[config.mk]
export PLATFORM = sky130hd
export DESIGN_NAME = uart_top
export DESIGN_NICKNAME = d
export VERILOG_FILES = /design/src/design/uart_cfg_pkg.sv /design/src/design/uart_types_pkg.sv /design/src/design/uart_baud_tick.sv /design/src/design/uart_rx.sv /design/src/design/uart_tx.sv /design/src/design/uart_ctrl.sv /design/src/design/uart_top.sv
export SDC_FILE = /design/constraint.sdc
export NUM_CORES = 1
export LEC_CHECK = 0
export BUFFER_PORTS_ARGS = -buffer_cell sky130_fd_sc_hd__buf_2
export CORE_ASPECT_RATIO = 0.6
export CORE_UTILIZATION = 40
export CTS_CLUSTER_SIZE = 30
export DETAILED_ROUTE_END_ITERATION = 12
export SYNTH_ARGS = -nofsm -noshare
export SYNTH_HDL_FRONTEND = slang
export SYNTH_HIERARCHICAL = 1
export SYNTH_SLANG_ARGS = --single-unit
[constraint.sdc]
create_clock -name clk -period 1.86 [get_ports clk]
set_input_delay 0 -clock clk [delete_from_list [all_inputs] [get_ports clk]]
set_output_delay 0 -clock clk [all_outputs]
set_load 0.01 [all_outputs]
[src/design/uart_cfg_pkg.sv]
package uart_cfg_pkg;

    // system clocks per 16x oversampling tick.
    localparam int CLKS_PER_TICK = 4;

    // ticks per serial bit period.
    localparam int OVERSAMPLE = 16;

    // system clocks per serial bit.
    localparam int CLKS_PER_BIT = CLKS_PER_TICK * OVERSAMPLE;

    // width of the tick divider counter.
    localparam int TICK_CNT_W = (CLKS_PER_TICK > 1) ? $clog2(CLKS_PER_TICK) : 1;

    // width of the per-bit tick counters in rx and tx.
    localparam int OS_CNT_W = $clog2(OVERSAMPLE);

    // 8N1 payload size.
    localparam int DATA_BITS = 8;

    // data bits plus start and stop.
    localparam int FRAME_BITS = DATA_BITS + 2;

    // width of the tx frame bit counter.
    localparam int FRAME_CNT_W = $clog2(FRAME_BITS);

    // width of the rx data bit counter.
    localparam int DATA_CNT_W = $clog2(DATA_BITS);

endpackage

[src/design/uart_types_pkg.sv]
package uart_types_pkg;

    // host transmit request, sampled when tx_ready is high.
    typedef struct packed {
        logic                                valid;
        logic [uart_cfg_pkg::DATA_BITS-1:0]  data;
    } uart_tx_req_t;

    // frame as delivered by the receiver with rx_valid.
    typedef struct packed {
        logic [uart_cfg_pkg::DATA_BITS-1:0]  data;
        logic                                frame_err;
    } uart_rx_frame_t;

    // host-facing receive status register.
    typedef struct packed {
        logic                                valid;
        logic [uart_cfg_pkg::DATA_BITS-1:0]  data;
        logic                                frame_err;
        logic                                overrun;
    } uart_rx_status_t;

endpackage

[src/design/uart_baud_tick.sv]
`timescale 1ns/1ps

module uart_baud_tick (
    input  logic clk,
    input  logic rst,
    output logic tick
);
    import uart_cfg_pkg::*;

    logic [TICK_CNT_W-1:0] cnt;

    always_ff @(posedge clk) begin
        if (!rst) begin
            cnt  <= '0;
            tick <= 1'b0;
        end else if (cnt == TICK_CNT_W'(CLKS_PER_TICK - 1)) begin
            cnt  <= '0; // wrap and strobe.
            tick <= 1'b1;
        end else begin
            cnt  <= cnt + 1'b1;
            tick <= 1'b0;
        end
    end

    // rx and tx count ticks, so a doubled strobe would skew every bit.
    a_tick_single : assert property (
        @(posedge clk) disable iff (!rst)
        tick |=> !tick
    );

endmodule

[src/design/uart_rx.sv]
`timescale 1ns/1ps

module uart_rx (
    input  logic                           clk,
    input  logic                           rst,
    input  logic                           tick,
    input  logic                           rx_line,
    output logic                           rx_valid,
    output uart_types_pkg::uart_rx_frame_t rx_frame
);
    import uart_cfg_pkg::*;

    typedef enum logic [1:0] {
        st_idle,
        st_start,
        st_data,
        st_stop
    } state_t;

    state_t                 state;
    logic                   rx_meta;
    logic                   rx_sync;
    logic                   rx_prev;
    logic [OS_CNT_W-1:0]    os_cnt;
    logic [DATA_CNT_W-1:0]  bit_cnt;
    logic [DATA_BITS-1:0]   shift_reg;
    logic                   fall_edge;

    // two-flop synchronizer, idles high like the line.
    always_ff @(posedge clk) begin
        if (!rst) begin
            rx_meta <= 1'b1;
            rx_sync <= 1'b1;
            rx_prev <= 1'b1;
        end else begin
            rx_meta <= rx_line;
            rx_sync <= rx_meta;
            rx_prev <= rx_sync;
        end
    end

    // an edge is needed, so a low stop bit cannot restart a frame by itself.
    assign fall_edge = rx_prev && !rx_sync;

    always_ff @(posedge clk) begin
        if (!rst) begin
            state    <= st_idle;
            os_cnt   <= '0;
            bit_cnt  <= '0;
            rx_valid <= 1'b0;
        end else begin
            rx_valid <= 1'b0;
            case (state)
                st_idle: begin
                    os_cnt  <= '0;
                    bit_cnt <= '0;
                    if (fall_edge) begin
                        state <= st_start;
                    end
                end
                st_start: begin
                    if (tick) begin
                        if (os_cnt == OS_CNT_W'(OVERSAMPLE / 2 - 1)) begin
                            os_cnt <= '0;
                            // line back high at mid start bit means a glitch.
                            state  <= rx_sync ? st_idle : st_data;
                        end else begin
                            os_cnt <= os_cnt + 1'b1;
                        end
                    end
                end
                st_data: begin
                    if (tick) begin
                        if (os_cnt == OS_CNT_W'(OVERSAMPLE - 1)) begin
                            os_cnt    <= '0;
                            shift_reg <= {rx_sync, shift_reg[DATA_BITS-1:1]}; // lsb first.
                            if (bit_cnt == DATA_CNT_W'(DATA_BITS - 1)) begin
                                state <= st_stop;
                            end else begin
                                bit_cnt <= bit_cnt + 1'b1;
                            end
                        end else begin
                            os_cnt <= os_cnt + 1'b1;
                        end
                    end
                end
                st_stop: begin
                    if (tick) begin
                        if (os_cnt == OS_CNT_W'(OVERSAMPLE - 1)) begin
                            os_cnt             <= '0;
                            rx_valid           <= 1'b1;
                            rx_frame.data      <= shift_reg;
                            rx_frame.frame_err <= !rx_sync; // stop bit must be high.
                            state              <= st_idle;
                        end else begin
                            os_cnt <= os_cnt + 1'b1;
                        end
                    end
                end
                default: state <= st_idle;
            endcase
        end
    end

    // the status register counts one byte per pulse.
    a_rx_valid_pulse : assert property (
        @(posedge clk) disable iff (!rst)
        rx_valid |=> !rx_valid
    );

endmodule

[src/design/uart_tx.sv]
`timescale 1ns/1ps

module uart_tx (
    input  logic                               clk,
    input  logic                               rst,
    input  logic                               tick,
    input  logic                               tx_start,
    input  logic [uart_cfg_pkg::DATA_BITS-1:0] tx_data,
    output logic                               txd,
    output logic                               tx_busy
);
    import uart_cfg_pkg::*;

    logic [FRAME_BITS-1:0]   shift_reg;
    logic [OS_CNT_W-1:0]     os_cnt;
    logic [FRAME_CNT_W-1:0]  bit_cnt;
    logic                    active;

    always_ff @(posedge clk) begin
        if (!rst) begin
            txd     <= 1'b1;
            tx_busy <= 1'b0;
            active  <= 1'b0;
            os_cnt  <= '0;
            bit_cnt <= '0;
        end else if (tx_start) begin
            shift_reg <= {1'b1, tx_data, 1'b0}; // stop, data, start.
            tx_busy   <= 1'b1;
            active    <= 1'b0;
            os_cnt    <= '0;
            bit_cnt   <= '0;
        end else if (tx_busy && tick) begin
            if (!active) begin
                active <= 1'b1; // align frame to the tick grid.
                txd    <= shift_reg[0];
            end else if (os_cnt == OS_CNT_W'(OVERSAMPLE - 1)) begin
                os_cnt <= '0;
                if (bit_cnt == FRAME_CNT_W'(FRAME_BITS - 1)) begin
                    tx_busy <= 1'b0; // stop bit fully sent.
                    active  <= 1'b0;
                    txd     <= 1'b1;
                end else begin
                    bit_cnt   <= bit_cnt + 1'b1;
                    shift_reg <= {1'b1, shift_reg[FRAME_BITS-1:1]};
                    txd       <= shift_reg[1];
                end
            end else begin
                os_cnt <= os_cnt + 1'b1;
            end
        end
    end

    // the controller must hold new bytes until the frame is out.
    a_no_start_when_busy : assert property (
        @(posedge clk) disable iff (!rst)
        tx_start |-> !tx_busy
    );

endmodule

[src/design/uart_ctrl.sv]
`timescale 1ns/1ps

module uart_ctrl (
    input  logic                               clk,
    input  logic                               rst,
    input  logic                               loopback,
    input  logic                               rxd,
    input  logic                               txd,
    input  logic                               tx_busy,
    input  logic                               rx_valid,
    input  logic                               rx_ack,
    input  uart_types_pkg::uart_tx_req_t       host_tx,
    input  uart_types_pkg::uart_rx_frame_t     rx_frame,
    output logic                               tx_start,
    output logic                               tx_ready,
    output logic                               rx_line,
    output logic [uart_cfg_pkg::DATA_BITS-1:0] tx_data,
    output uart_types_pkg::uart_rx_status_t    rx_status
);

    logic pending;
    logic accept;

    // pending covers the gap before tx_busy rises.
    assign tx_ready = !pending && !tx_busy;
    assign accept   = host_tx.valid && tx_ready;

    assign rx_line = loopback ? txd : rxd;

    always_ff @(posedge clk) begin
        if (!rst) begin
            tx_start <= 1'b0;
            pending  <= 1'b0;
        end else begin
            tx_start <= accept;
            if (accept) begin
                pending <= 1'b1;
            end else if (tx_busy) begin
                pending <= 1'b0; // handed over to the serializer.
            end
        end
    end

    always_ff @(posedge clk) begin
        if (accept) begin
            tx_data <= host_tx.data;
        end
    end

    always_ff @(posedge clk) begin
        if (!rst) begin
            rx_status.valid   <= 1'b0;
            rx_status.overrun <= 1'b0;
        end else if (rx_valid) begin
            rx_status.valid     <= 1'b1;
            rx_status.data      <= rx_frame.data;
            rx_status.frame_err <= rx_frame.frame_err;
            // an ack in the same cycle retires the old byte in time.
            rx_status.overrun   <= rx_status.valid && !rx_ack;
        end else if (rx_ack) begin
            rx_status.valid   <= 1'b0;
            rx_status.overrun <= 1'b0;
        end
    end

    // the serializer has to pick up every start.
    a_start_takes : assert property (
        @(posedge clk) disable iff (!rst)
        tx_start |=> tx_busy
    );

endmodule

[src/design/uart_top.sv]
`timescale 1ns/1ps

module uart_top (
    input  logic                            clk,
    input  logic                            rst,
    input  logic                            rxd,
    input  logic                            loopback,
    input  logic                            rx_ack,
    input  uart_types_pkg::uart_tx_req_t    host_tx,
    output logic                            txd,
    output logic                            tx_ready,
    output uart_types_pkg::uart_rx_status_t rx_status
);
    import uart_cfg_pkg::*;
    import uart_types_pkg::*;

    logic                 tick;
    logic                 rx_line;
    logic                 rx_valid;
    uart_rx_frame_t       rx_frame;
    logic                 tx_start;
    logic [DATA_BITS-1:0] tx_data;
    logic                 tx_busy;

    uart_baud_tick u_baud_tick (
        .clk  (clk),
        .rst  (rst),
        .tick (tick)
    );

    uart_rx u_rx (
        .clk      (clk),
        .rst      (rst),
        .tick     (tick),
        .rx_line  (rx_line),
        .rx_valid (rx_valid),
        .rx_frame (rx_frame)
    );

    uart_tx u_tx (
        .clk      (clk),
        .rst      (rst),
        .tick     (tick),
        .tx_start (tx_start),
        .tx_data  (tx_data),
        .txd      (txd),
        .tx_busy  (tx_busy)
    );

    uart_ctrl u_ctrl (
        .clk       (clk),
        .rst       (rst),
        .loopback  (loopback),
        .rxd       (rxd),
        .txd       (txd),
        .tx_busy   (tx_busy),
        .rx_valid  (rx_valid),
        .rx_ack    (rx_ack),
        .host_tx   (host_tx),
        .rx_frame  (rx_frame),
        .tx_start  (tx_start),
        .tx_ready  (tx_ready),
        .rx_line   (rx_line),
        .tx_data   (tx_data),
        .rx_status (rx_status)
    );

endmodule

==> impl_metrics.env, run 1 <==
export IMPL_start_util_pct=42.0
export IMPL_synth_seq_cells=74
export IMPL_synthXorXnorAreaFrac_pct=0.615
export IMPL_synth_area_leaders="edfxtp_1 (45%), dfxtp_1 (22%), mux2_2 (3.6%)"
export IMPL_synthTopCellsByCount="edfxtp_1 (43), dfxtp_1 (31), nor2_1 (11)"
export IMPL_met1_usage_pct=19.1
export IMPL_grt_use_met2_pct=22.1
export IMPL_finClkSkew_ps=5.82
export IMPL_grt_pass1_wl_um=8110
export IMPL_synth_avg_cell_area_um2=13.8
export IMPL_area_growth_synth_to_final_pct=25.2
export IMPL_synth_compound_area_share_pct=6.98
export IMPL_seqCellArea_um2=1910
export IMPL_path_clk_slew_ps=60
export IMPL_min_period_ps=1700
export IMPL_grt_busiest_layer="met2"
export IMPL_die_width_um=111
export IMPL_synthFlopType="edfxtp_1"
export IMPL_report_power_total_uw=3700
export IMPL_synth_top_family_by_area="simple AND/OR/NAND/NOR gates"
export IMPL_status="complete, but fails checks"
export IMPL_final_area_um2=3570
export IMPL_nFillCells=574
export IMPL_cap_violations=0
export IMPL_power_density_nw_per_um2=1040
export IMPL_cp_slowest_stage_delay_ps=400
export IMPL_synth_nets=227
export IMPL_power_share_clock_pct=48.5
export IMPL_dpl_cell_area_um2=3140
export IMPL_crit_path_max_fanout=9
export IMPL_crit_path_start_kind="flop"
export IMPL_seqPwrFrac_pct=48.1
export IMPL_timing_final_crit_share_pct=91.4
export IMPL_rrSetupSlack_ps=160
export IMPL_clockBufferDepth=2
export IMPL_hold_path_class="in -> reg"
export IMPL_dp_hpwl_um=3130
export IMPL_ant_nets=0
export IMPL_drtIter0Drc=114
export IMPL_via_per_inst=4.99
export IMPL_h_tree_depth=3
export IMPL_crit_chain="ha_1 > nand3_2 > nor3_2 > o21a_1 > buf_12"
export IMPL_grt_usage_pct=14.8
export IMPL_critical_path_endpoint_type="flop"
export IMPL_path_delay_family="simple AND/OR/NAND/NOR gates"
export IMPL_slowest_stage="dfxtp_1"
export IMPL_clock_sinks=74
export IMPL_met3_usage_pct=6.28
export IMPL_coreArea_um2=6790
export IMPL_p_comb_share_pct=3.4
export IMPL_drt_pre_antenna_iters=9
export IMPL_num_io_pins=27
export IMPL_syn_area_um2=2850
export IMPL_tritoncts="done"
export IMPL_fp_dieH_um=67.4
export IMPL_route_detailed_drc=6
export IMPL_synthMuxAreaShare_pct=4.96
export IMPL_layout_setup_ws_ps=161
export IMPL_setup_viol=0
export IMPL_diodes=0
export IMPL_num_vias=1743
export IMPL_critPathKind="reg -> reg"
export IMPL_synth_seq_area_share_pct=67.1
export IMPL_io_buffers=26
export IMPL_grt_pass1_vias=1714
export IMPL_arrival_ps=1740
export IMPL_wirelength_um=4690
export IMPL_max_slew_margin_pct=64.9
export IMPL_syn_instance_count=206
export IMPL_dp_slack_ps=97.2
export IMPL_yosys_cell_types_count=47
export IMPL_tns_ps=0
export IMPL_max_freq_mhz=589
export IMPL_clock_latency_ps=330
export IMPL_rsz0062_at_grt="false"
export IMPL_yosysTopAreaCell="edfxtp_1"
export IMPL_drive_above_1_share_pct=26.0
export IMPL_drv_slew=0
export IMPL_place_congestion=0.769
export IMPL_synth_edff_count=43
export IMPL_intPower_uw=3000
export IMPL_worst_ep_required_time_ps=1910
export IMPL_synth_top_cell_area_share_pct=45.3
export IMPL_yosys_warnings=6
export IMPL_p_switching_uw=698
export IMPL_ir_drop_mv=0.562
export IMPL_largest_register_ffs=11
export IMPL_yosysMostFrequentCell="edfxtp_1"
export IMPL_power_share_switching_pct=18.9
export IMPL_wire_per_inst_um=13.4
export IMPL_synthArstFlopShare_pct=0
export IMPL_hold_violations=0
export IMPL_synth_simple_area_share_pct=15.3
export IMPL_grt_max_degree=26
export IMPL_timing_critical_path_buf_inv=1
export IMPL_cts_made_buffers=9
export IMPL_multi_input_area_um2=887
export IMPL_synth_adder_area_share_pct=3.07
export IMPL_overflow=0
export IMPL_root_buffer="clkbuf_16"
export IMPL_fin_nets=278
export IMPL_violations="DRC"
export IMPL_antenna_found_initial=0
export IMPL_fp_row_count=23
export IMPL_cellLeakagePower_uw=0.00129
export IMPL_worstMarginPinSlew_ps=526
export IMPL_dieArea_um2=7480
[cell families after synthesis]
family,after synthesis
simple gates,69
compound gates,29
flops,74
fa+ha+maj,7
buf+inv,12
mux,13
xor+xnor,2
[worst paths after layout]
path | start | to | cells past startpoint
setup / recovery | u_tx/os_cnt[0]$_SDFFE_PP0P_ | u_tx/shift_reg[3]$_DFFE_PP_ | 5
hold reg to reg | u_rx/rx_meta$_SDFF_PN1_ | u_rx/rx_sync$_SDFF_PN1_ | 1
setup reg to reg | u_tx/os_cnt[0]$_SDFFE_PP0P_ | u_tx/shift_reg[3]$_DFFE_PP_ | 5
hold / removal | loopback | u_rx/rx_meta$_SDFF_PN1_ | 3
[power by group through the flow]
stage / logic (uW) / clock network (uW) / registers (uW)
6_report: 126 / 1790 / 1780
5_1_grt: 140 / 1910 / 1780
4_1_cts: 128 / 1840 / 1780
3_5_place_dp: 110 / 0 / 1810
3_3_place_gp: 108 / 0 / 1810
2_1_floorplan: 65.5 / 0 / 1810
[cell type report]
cell class | instances | area share, %
Multi-Input combinational cell | 120 | 24.9
Clock inverter | 5 | 2.24
Sequential cell | 74 | 53.6
Inverter | 5 | 0.526
Tap cell | 87 | 3.05
Timing Repair Buffer | 47 | 9.19
Clock buffer | 11 | 6.52
[worst reg2reg max path, stage by stage, from the launching register on]
cell and delay (ps):
dfxtp_1 400, ha_1 260, nand3_2 180, nor3_2 250
o21a_1 190, buf_12 140
[per-stage QoR]
stage          instances  hold WS [ps]  utilization, %
2_1_floorplan        206          69.5               -
3_3_place_gp         322           177            46.2
3_5_place_dp         322           179            46.2
4_1_cts              349          6.34            52.5
5_1_grt              349          11.5            52.5
6_report             349          14.2            52.5
[timing repair]
action                     CTS  global route
hold buffers                11             0
setup endpoints to repair    0             9
gates resized for setup      0             1
hold endpoints to repair    11             0
buffers inserted             0             0
[cells in the final DEF, fill, tap and decap left out, drive strengths merged, types with 3 or more instances in the layout]
master	count
edfxtp	43
buf	36
dfxtp	31
nor2	12
dlygate4sd3	11
clkbuf	11
mux2	9
nor2b	9
ha	7
nand2	7
nor3	7
nand3	6
inv	5
o31ai	5
a21oi	5
mux2i	4
nand2b	4
nor3b	4
o21ai	3
a31oi	3
nand4	3
a22oi	3
and2	3
[routing by layer]
metal	vias up	routed length, um
li1	882	-
met1	820	2470
met2	33	1930
met3	8	223
met4	0	75
met5	-	0
(Power assumes the default switching activity.)
==> run 2, diff against run 1 <==
--- a/config.mk
+++ b/config.mk
@@ -5,11 +5,13 @@
 export SDC_FILE = /design/constraint.sdc
 export NUM_CORES = 1
 export LEC_CHECK = 0
+export ABC_AREA = 1
 export BUFFER_PORTS_ARGS = -buffer_cell sky130_fd_sc_hd__buf_2
 export CORE_ASPECT_RATIO = 0.6
 export CORE_UTILIZATION = 40
 export CTS_CLUSTER_SIZE = 30
 export DETAILED_ROUTE_END_ITERATION = 12
+export SLEW_MARGIN = 25
 export SYNTH_ARGS = -nofsm -noshare
 export SYNTH_HDL_FRONTEND = slang
 export SYNTH_HIERARCHICAL = 1
==> impl_metrics.env, run 2 <==
export IMPL_status="finished clean"
export IMPL_critPathKind="reg -> reg"
export IMPL_drive_above_1_share_pct=23.6
export IMPL_drt_pre_antenna_iters=4
export IMPL_timing_final_crit_share_pct=84.4
export IMPL_grt_usage_pct=14.4
export IMPL_num_io_pins=27
export IMPL_arrival_ps=1610
export IMPL_synth_top_family_by_area="simple AND/OR/NAND/NOR gates"
export IMPL_dieArea_um2=7830
export IMPL_synthFlopType="edfxtp_1"
export IMPL_synth_simple_area_share_pct=23.2
export IMPL_crit_path_start_kind="flop"
export IMPL_fp_row_count=23
export IMPL_start_util_pct=43.1
export IMPL_synthMuxAreaShare_pct=0
export IMPL_drtIter0Drc=113
export IMPL_num_vias=1964
export IMPL_synth_compound_area_share_pct=3.85
export IMPL_fin_nets=351
export IMPL_drv_slew=0
export IMPL_via_per_inst=4.51
export IMPL_ant_nets=0
export IMPL_synthArstFlopShare_pct=0
export IMPL_antenna_found_initial=0
export IMPL_max_slew_margin_pct=70.5
export IMPL_yosys_warnings=6
export IMPL_clock_latency_ps=330
export IMPL_final_common_cell="nand2_1"
export IMPL_die_width_um=114
export IMPL_wire_per_inst_um=11.4
export IMPL_io_buffers=26
export IMPL_clock_sinks=74
export IMPL_area_growth_synth_to_final_pct=22.6
export IMPL_synth_edff_count=43
export IMPL_clockBufferDepth=2
export IMPL_h_tree_depth=3
export IMPL_tritoncts="done"
export IMPL_wirelength_um=4980
export IMPL_root_buffer="clkbuf_16"
export IMPL_min_period_ps=1570
export IMPL_synth_seq_cells=74
export IMPL_worst_ep_required_time_ps=1900
export IMPL_yosysTopAreaCell="edfxtp_1"
export IMPL_worstMarginPinSlew_ps=442
export IMPL_overflow=0
export IMPL_final_cell_mix="nand2_1 (72), edfxtp_1 (43), dfxtp_1 (31)"
export IMPL_critical_path_endpoint_type="flop"
export IMPL_cts_made_buffers=9
export IMPL_synth_avg_cell_area_um2=10.6
export IMPL_path_clk_slew_ps=60
export IMPL_cap_violations=0
export IMPL_finClkSkew_ps=2.69
export IMPL_cts_repair_resized=0
export IMPL_grt_pass1_wl_um=8170
export IMPL_synthXorXnorAreaFrac_pct=0.880
export IMPL_fp_dieH_um=68.9
export IMPL_ir_drop_mv=0.487
export IMPL_syn_instance_count=281
export IMPL_hold_path_class="in -> reg"
export IMPL_yosysMostFrequentCell="nand2_1"
export IMPL_tns_ps=0
export IMPL_grt_max_degree=15
export IMPL_synth_seq_area_share_pct=64.0
export IMPL_route_detailed_drc=0
export IMPL_syn_area_um2=2990
export IMPL_synth_nets=302
export IMPL_place_congestion=0.822
export IMPL_max_freq_mhz=637
export IMPL_rsz0062_at_grt="false"
export IMPL_synth_adder_area_share_pct=2.93
export IMPL_synth_area_leaders="edfxtp_1 (43%), dfxtp_1 (21%), nand2_1 (9.0%)"
export IMPL_dp_hpwl_um=3480
export IMPL_cellLeakagePower_uw=0.00145
export IMPL_power_density_nw_per_um2=1100
export IMPL_grt_pass1_vias=1673
export IMPL_dpl_cell_area_um2=3250
export IMPL_crit_path_max_fanout=9
export IMPL_synthTopCellsByCount="nand2_1 (72), edfxtp_1 (43), dfxtp_1 (31)"
export IMPL_largest_register_ffs=11
export IMPL_hold_violations=0
export IMPL_coreArea_um2=6940
export IMPL_yosys_cell_types_count=28
export IMPL_final_area_um2=3660
export IMPL_cts_setup_buffers=0
export IMPL_synth_top_cell_area_share_pct=43.2
export IMPL_setup_viol=0
export IMPL_diodes=0
run 2: what timing repair did:
item | CTS | global route
endpoints found under the setup margin | 0 | 0
hold buffers | 11 | 0
endpoints found under the hold margin | 13 | 0
run 2: kinds of logic (layout without fill, tap and decap cells):
family / after synthesis / in the layout
simple gates: 140 / 140
buf+inv: 34 / 88
xor+xnor: 3 / 3
compound gates: 23 / 23
flops: 74 / 74
fa+ha+maj: 7 / 7
run 2: metal layers:
layer / vias up / routed length (um) / GRT usage (%)
met5: - / 0 / 0
met4: 0 / 63 / 5.92
met1: 883 / 2690 / 19.6
met3: 10 / 244 / 5.77
met2: 38 / 1990 / 20.4
li1: 1033 / - / -
run 2: cell type report:
type / instances / area [um2]
clock inverter: 7 / 76.3
multi-input combinational: 173 / 926
timing repair buffer: 41 / 270
fill: 613 / 3270
sequential: 74 / 1910
tap: 100 / 125
clock buffer: 9 / 225
inverter: 31 / 126
run 2: worst max-delay path, stage by stage (launching register included):
cell,delay [ps]
dfxtp_1,470
nand2_1,170
nor2_4,160
nand3_2,130
a21oi_1,150
buf_4,200
run 2: worst paths after layout:
check / startpoint / end / slack, ps / cells past startpoint
hold reg to reg: u_rx/rx_meta$_SDFF_PN1_ / u_rx/rx_sync$_SDFF_PN1_ / 410 / 1
hold / removal: loopback / u_rx/rx_meta$_SDFF_PN1_ / 8 / 4
setup reg to reg: u_tx/tx_busy$_SDFFE_PN0P_ / u_tx/shift_reg[6]$_DFFE_PP_ / 290 / 5
setup / recovery: u_tx/tx_busy$_SDFFE_PN0P_ / u_tx/shift_reg[6]$_DFFE_PP_ / 290 / 5
run 2: stage by stage:
| step | power [uW] | hold slack, ps | cells | utilization, % | setup WS, ps |
|---|---|---|---|---|---|
| final | 4040 | 7.86 | 435 | 52.8 | 290 |
| after global routing | 4230 | 23.0 | 435 | 52.8 | 181 |
| after CTS | 4080 | 17.0 | 435 | 52.8 | 289 |
| after detailed placement | 2330 | 179 | 408 | 46.9 | 299 |
| after global placement | 2330 | 177 | 408 | 46.9 | 358 |
| after floorplan | 2260 | 69.0 | 281 | - | 43.0 |
run 2: power breakdown:
group	total, uW	switching [uW]	internal (uW)	leakage, uW
sequential	1840	60.0	1780	0.000642
clock	1720	675	1050	0.000144
combinational	481	308	173	0.000667
total	4040	1040	3000	0.00145
==> run 3, diff against run 2 <==
==> constraint.sdc (replaced) <==
create_clock -name clk -period 1.3 [get_ports clk]
set_input_delay 0 -clock clk [delete_from_list [all_inputs] [get_ports clk]]
set_output_delay 0 -clock clk [all_outputs]
set_load 0.01 [all_outputs]
==> impl_metrics.env, run 3 (synthesis gave the netlist of run 2 again) <==
export IMPL_antenna_found_initial=0
export IMPL_largest_register_ffs=11
export IMPL_p_comb_share_pct=16.0
export IMPL_clockBufferDepth=2
export IMPL_worst_ep_required_time_ps=1350
export IMPL_start_util_pct=43.1
export IMPL_intPower_uw=4430
export IMPL_dieArea_um2=7830
export IMPL_power_share_switching_pct=27.1
export IMPL_ir_drop_mv=0.756
export IMPL_holdWs_ps=10.9
export IMPL_fin_nets=384
export IMPL_final_common_cell="nand2_1"
export IMPL_clock_sinks=74
export IMPL_violations="setup timing"
export IMPL_clock_latency_ps=340
export IMPL_slowest_stage="dfxtp_2"
export IMPL_rsz0062_at_grt="true"
export IMPL_p_switching_uw=1640
export IMPL_crit_path_start_kind="flop"
export IMPL_path_clk_slew_ps=60
export IMPL_hold_path_class="in -> reg"
export IMPL_drive_above_1_share_pct=38.0
export IMPL_finClkSkew_ps=5.06
export IMPL_h_tree_depth=3
export IMPL_worstMarginPinSlew_ps=352
export IMPL_tritoncts="done"
export IMPL_ant_nets=0
export IMPL_root_buffer="clkbuf_16"
export IMPL_layout_setup_ws_ps=-47.9
export IMPL_num_io_pins=27
export IMPL_dp_hpwl_um=3880
export IMPL_diodes=0
export IMPL_dpl_cell_area_um2=3580
export IMPL_cp_slowest_stage_delay_ps=350
export IMPL_num_vias=2133
export IMPL_max_slew_margin_pct=76.5
export IMPL_final_area_um2=4150
export IMPL_status="complete, but fails checks"
export IMPL_crit_chain="ha_4 > nand2_4 > nor2_4 > nand2_4 > nor3_4 > buf_12"
export IMPL_coreArea_um2=6940
export IMPL_tns_ps=-1170
export IMPL_arrival_ps=1400
export IMPL_hold_violations=0
export IMPL_timing_final_crit_share_pct=104
export IMPL_cts_made_buffers=9
export IMPL_critical_path_endpoint_type="flop"
export IMPL_setup_viol=26
export IMPL_cellLeakagePower_uw=0.00170
export IMPL_nFillCells=594
export IMPL_route_detailed_drc=0
export IMPL_grt_pass1_vias=2047
export IMPL_area_growth_synth_to_final_pct=39.0
export IMPL_drtIter0Drc=131
export IMPL_grt_usage_pct=16.9
export IMPL_die_width_um=114
export IMPL_fp_dieH_um=68.9
export IMPL_seqPwrFrac_pct=42.9
export IMPL_path_common_cell="nand2_4"
export IMPL_drv_slew=0
export IMPL_critPathKind="reg -> reg"
export IMPL_grt_pass1_wl_um=9600
export IMPL_final_cell_mix="nand2_1 (68), edfxtp_1 (43), buf_4 (31)"
export IMPL_max_freq_mhz=742
export IMPL_via_per_inst=4.56
export IMPL_drt_pre_antenna_iters=4
export IMPL_place_congestion=0.804
export IMPL_grt_max_degree=15
export IMPL_power_share_clock_pct=41.1
export IMPL_report_power_total_uw=6070
export IMPL_cap_violations=0
export IMPL_wire_per_inst_um=12.8
export IMPL_overflow=0
export IMPL_io_buffers=26
export IMPL_crit_path_max_fanout=9
export IMPL_power_density_nw_per_um2=1460
export IMPL_min_period_ps=1350
export IMPL_wirelength_um=5970
export IMPL_rrSetupSlack_ps=-50
export IMPL_fp_row_count=23
## run 3: what timing repair did
action / CTS / global route
resized for setup: 17 / 13
setup endpoints to repair: 32 / 36
hold buffers: 11 / 0
pin swaps: 8 / 8
endpoints found under the hold margin: 13 / 0
setup buffers: 2 / 3
## run 3: cell type report
cell class,count,area [um2],area share [%]
Clock inverter,7,77.6,1.87
Sequential cell,74,1920,46.4
Multi-Input combinational cell,173,1100,26.4
Clock buffer,9,225,5.43
Inverter,31,126,3.04
Tap cell,100,125,3.01
Timing Repair Buffer,74,576,13.9
## run 3: final timing paths
kind / startpoint / endpoint / depth (start not counted)
worst max-delay path: u_rx/os_cnt[0]$_SDFFE_PN0P_ / u_rx/rx_frame[3]$_DFFE_PP_ / 6
worst min-delay path: loopback / u_rx/rx_meta$_SDFF_PN1_ / 4
worst min register to register: u_rx/shift_reg[0]$_DFFE_PP_ / u_rx/rx_frame[1]$_DFFE_PP_ / 0
worst max register to register: u_rx/os_cnt[0]$_SDFFE_PN0P_ / u_rx/rx_frame[3]$_DFFE_PP_ / 6
## run 3: critical path: cells and delay by family (launching register included)
kind | cells | cell delay [ps]
flops | 1 | 350
buf+inv | 1 | 150
simple gates | 4 | 390
fa+ha+maj | 1 | 160
## run 3: routing by layer
metal  track usage, %  up-vias  part of all wire (%)
li1                 -     1101                     -
met5                0        -                     0
met2             25.3       38                    44
met3             7.34        5                   4.3
met4             4.93        0                  0.70
met1             22.2      989                    51
## run 3: stage by stage
step / setup WS (ps) / std cells / util (%)
3_3_place_gp: -79.6 / 436 / 51.6
6_report: -47.9 / 468 / 59.8
4_1_cts: -46.4 / 465 / 58.8
3_5_place_dp: -117 / 436 / 51.6
2_1_floorplan: -114 / 281 / -
5_1_grt: -101 / 468 / 59.8
## run 3: power by group through the flow
| stage | Combinational, uW | Sequential (uW) | Clock [uW] |
|---|---|---|---|
| finish | 970 | 2600 | 2500 |
| global route | 1060 | 2610 | 2650 |
| CTS | 911 | 2600 | 2550 |
| detailed placement | 831 | 2650 | 0 |
| global placement | 822 | 2640 | 0 |
| floorplan | 625 | 2620 | 0 |
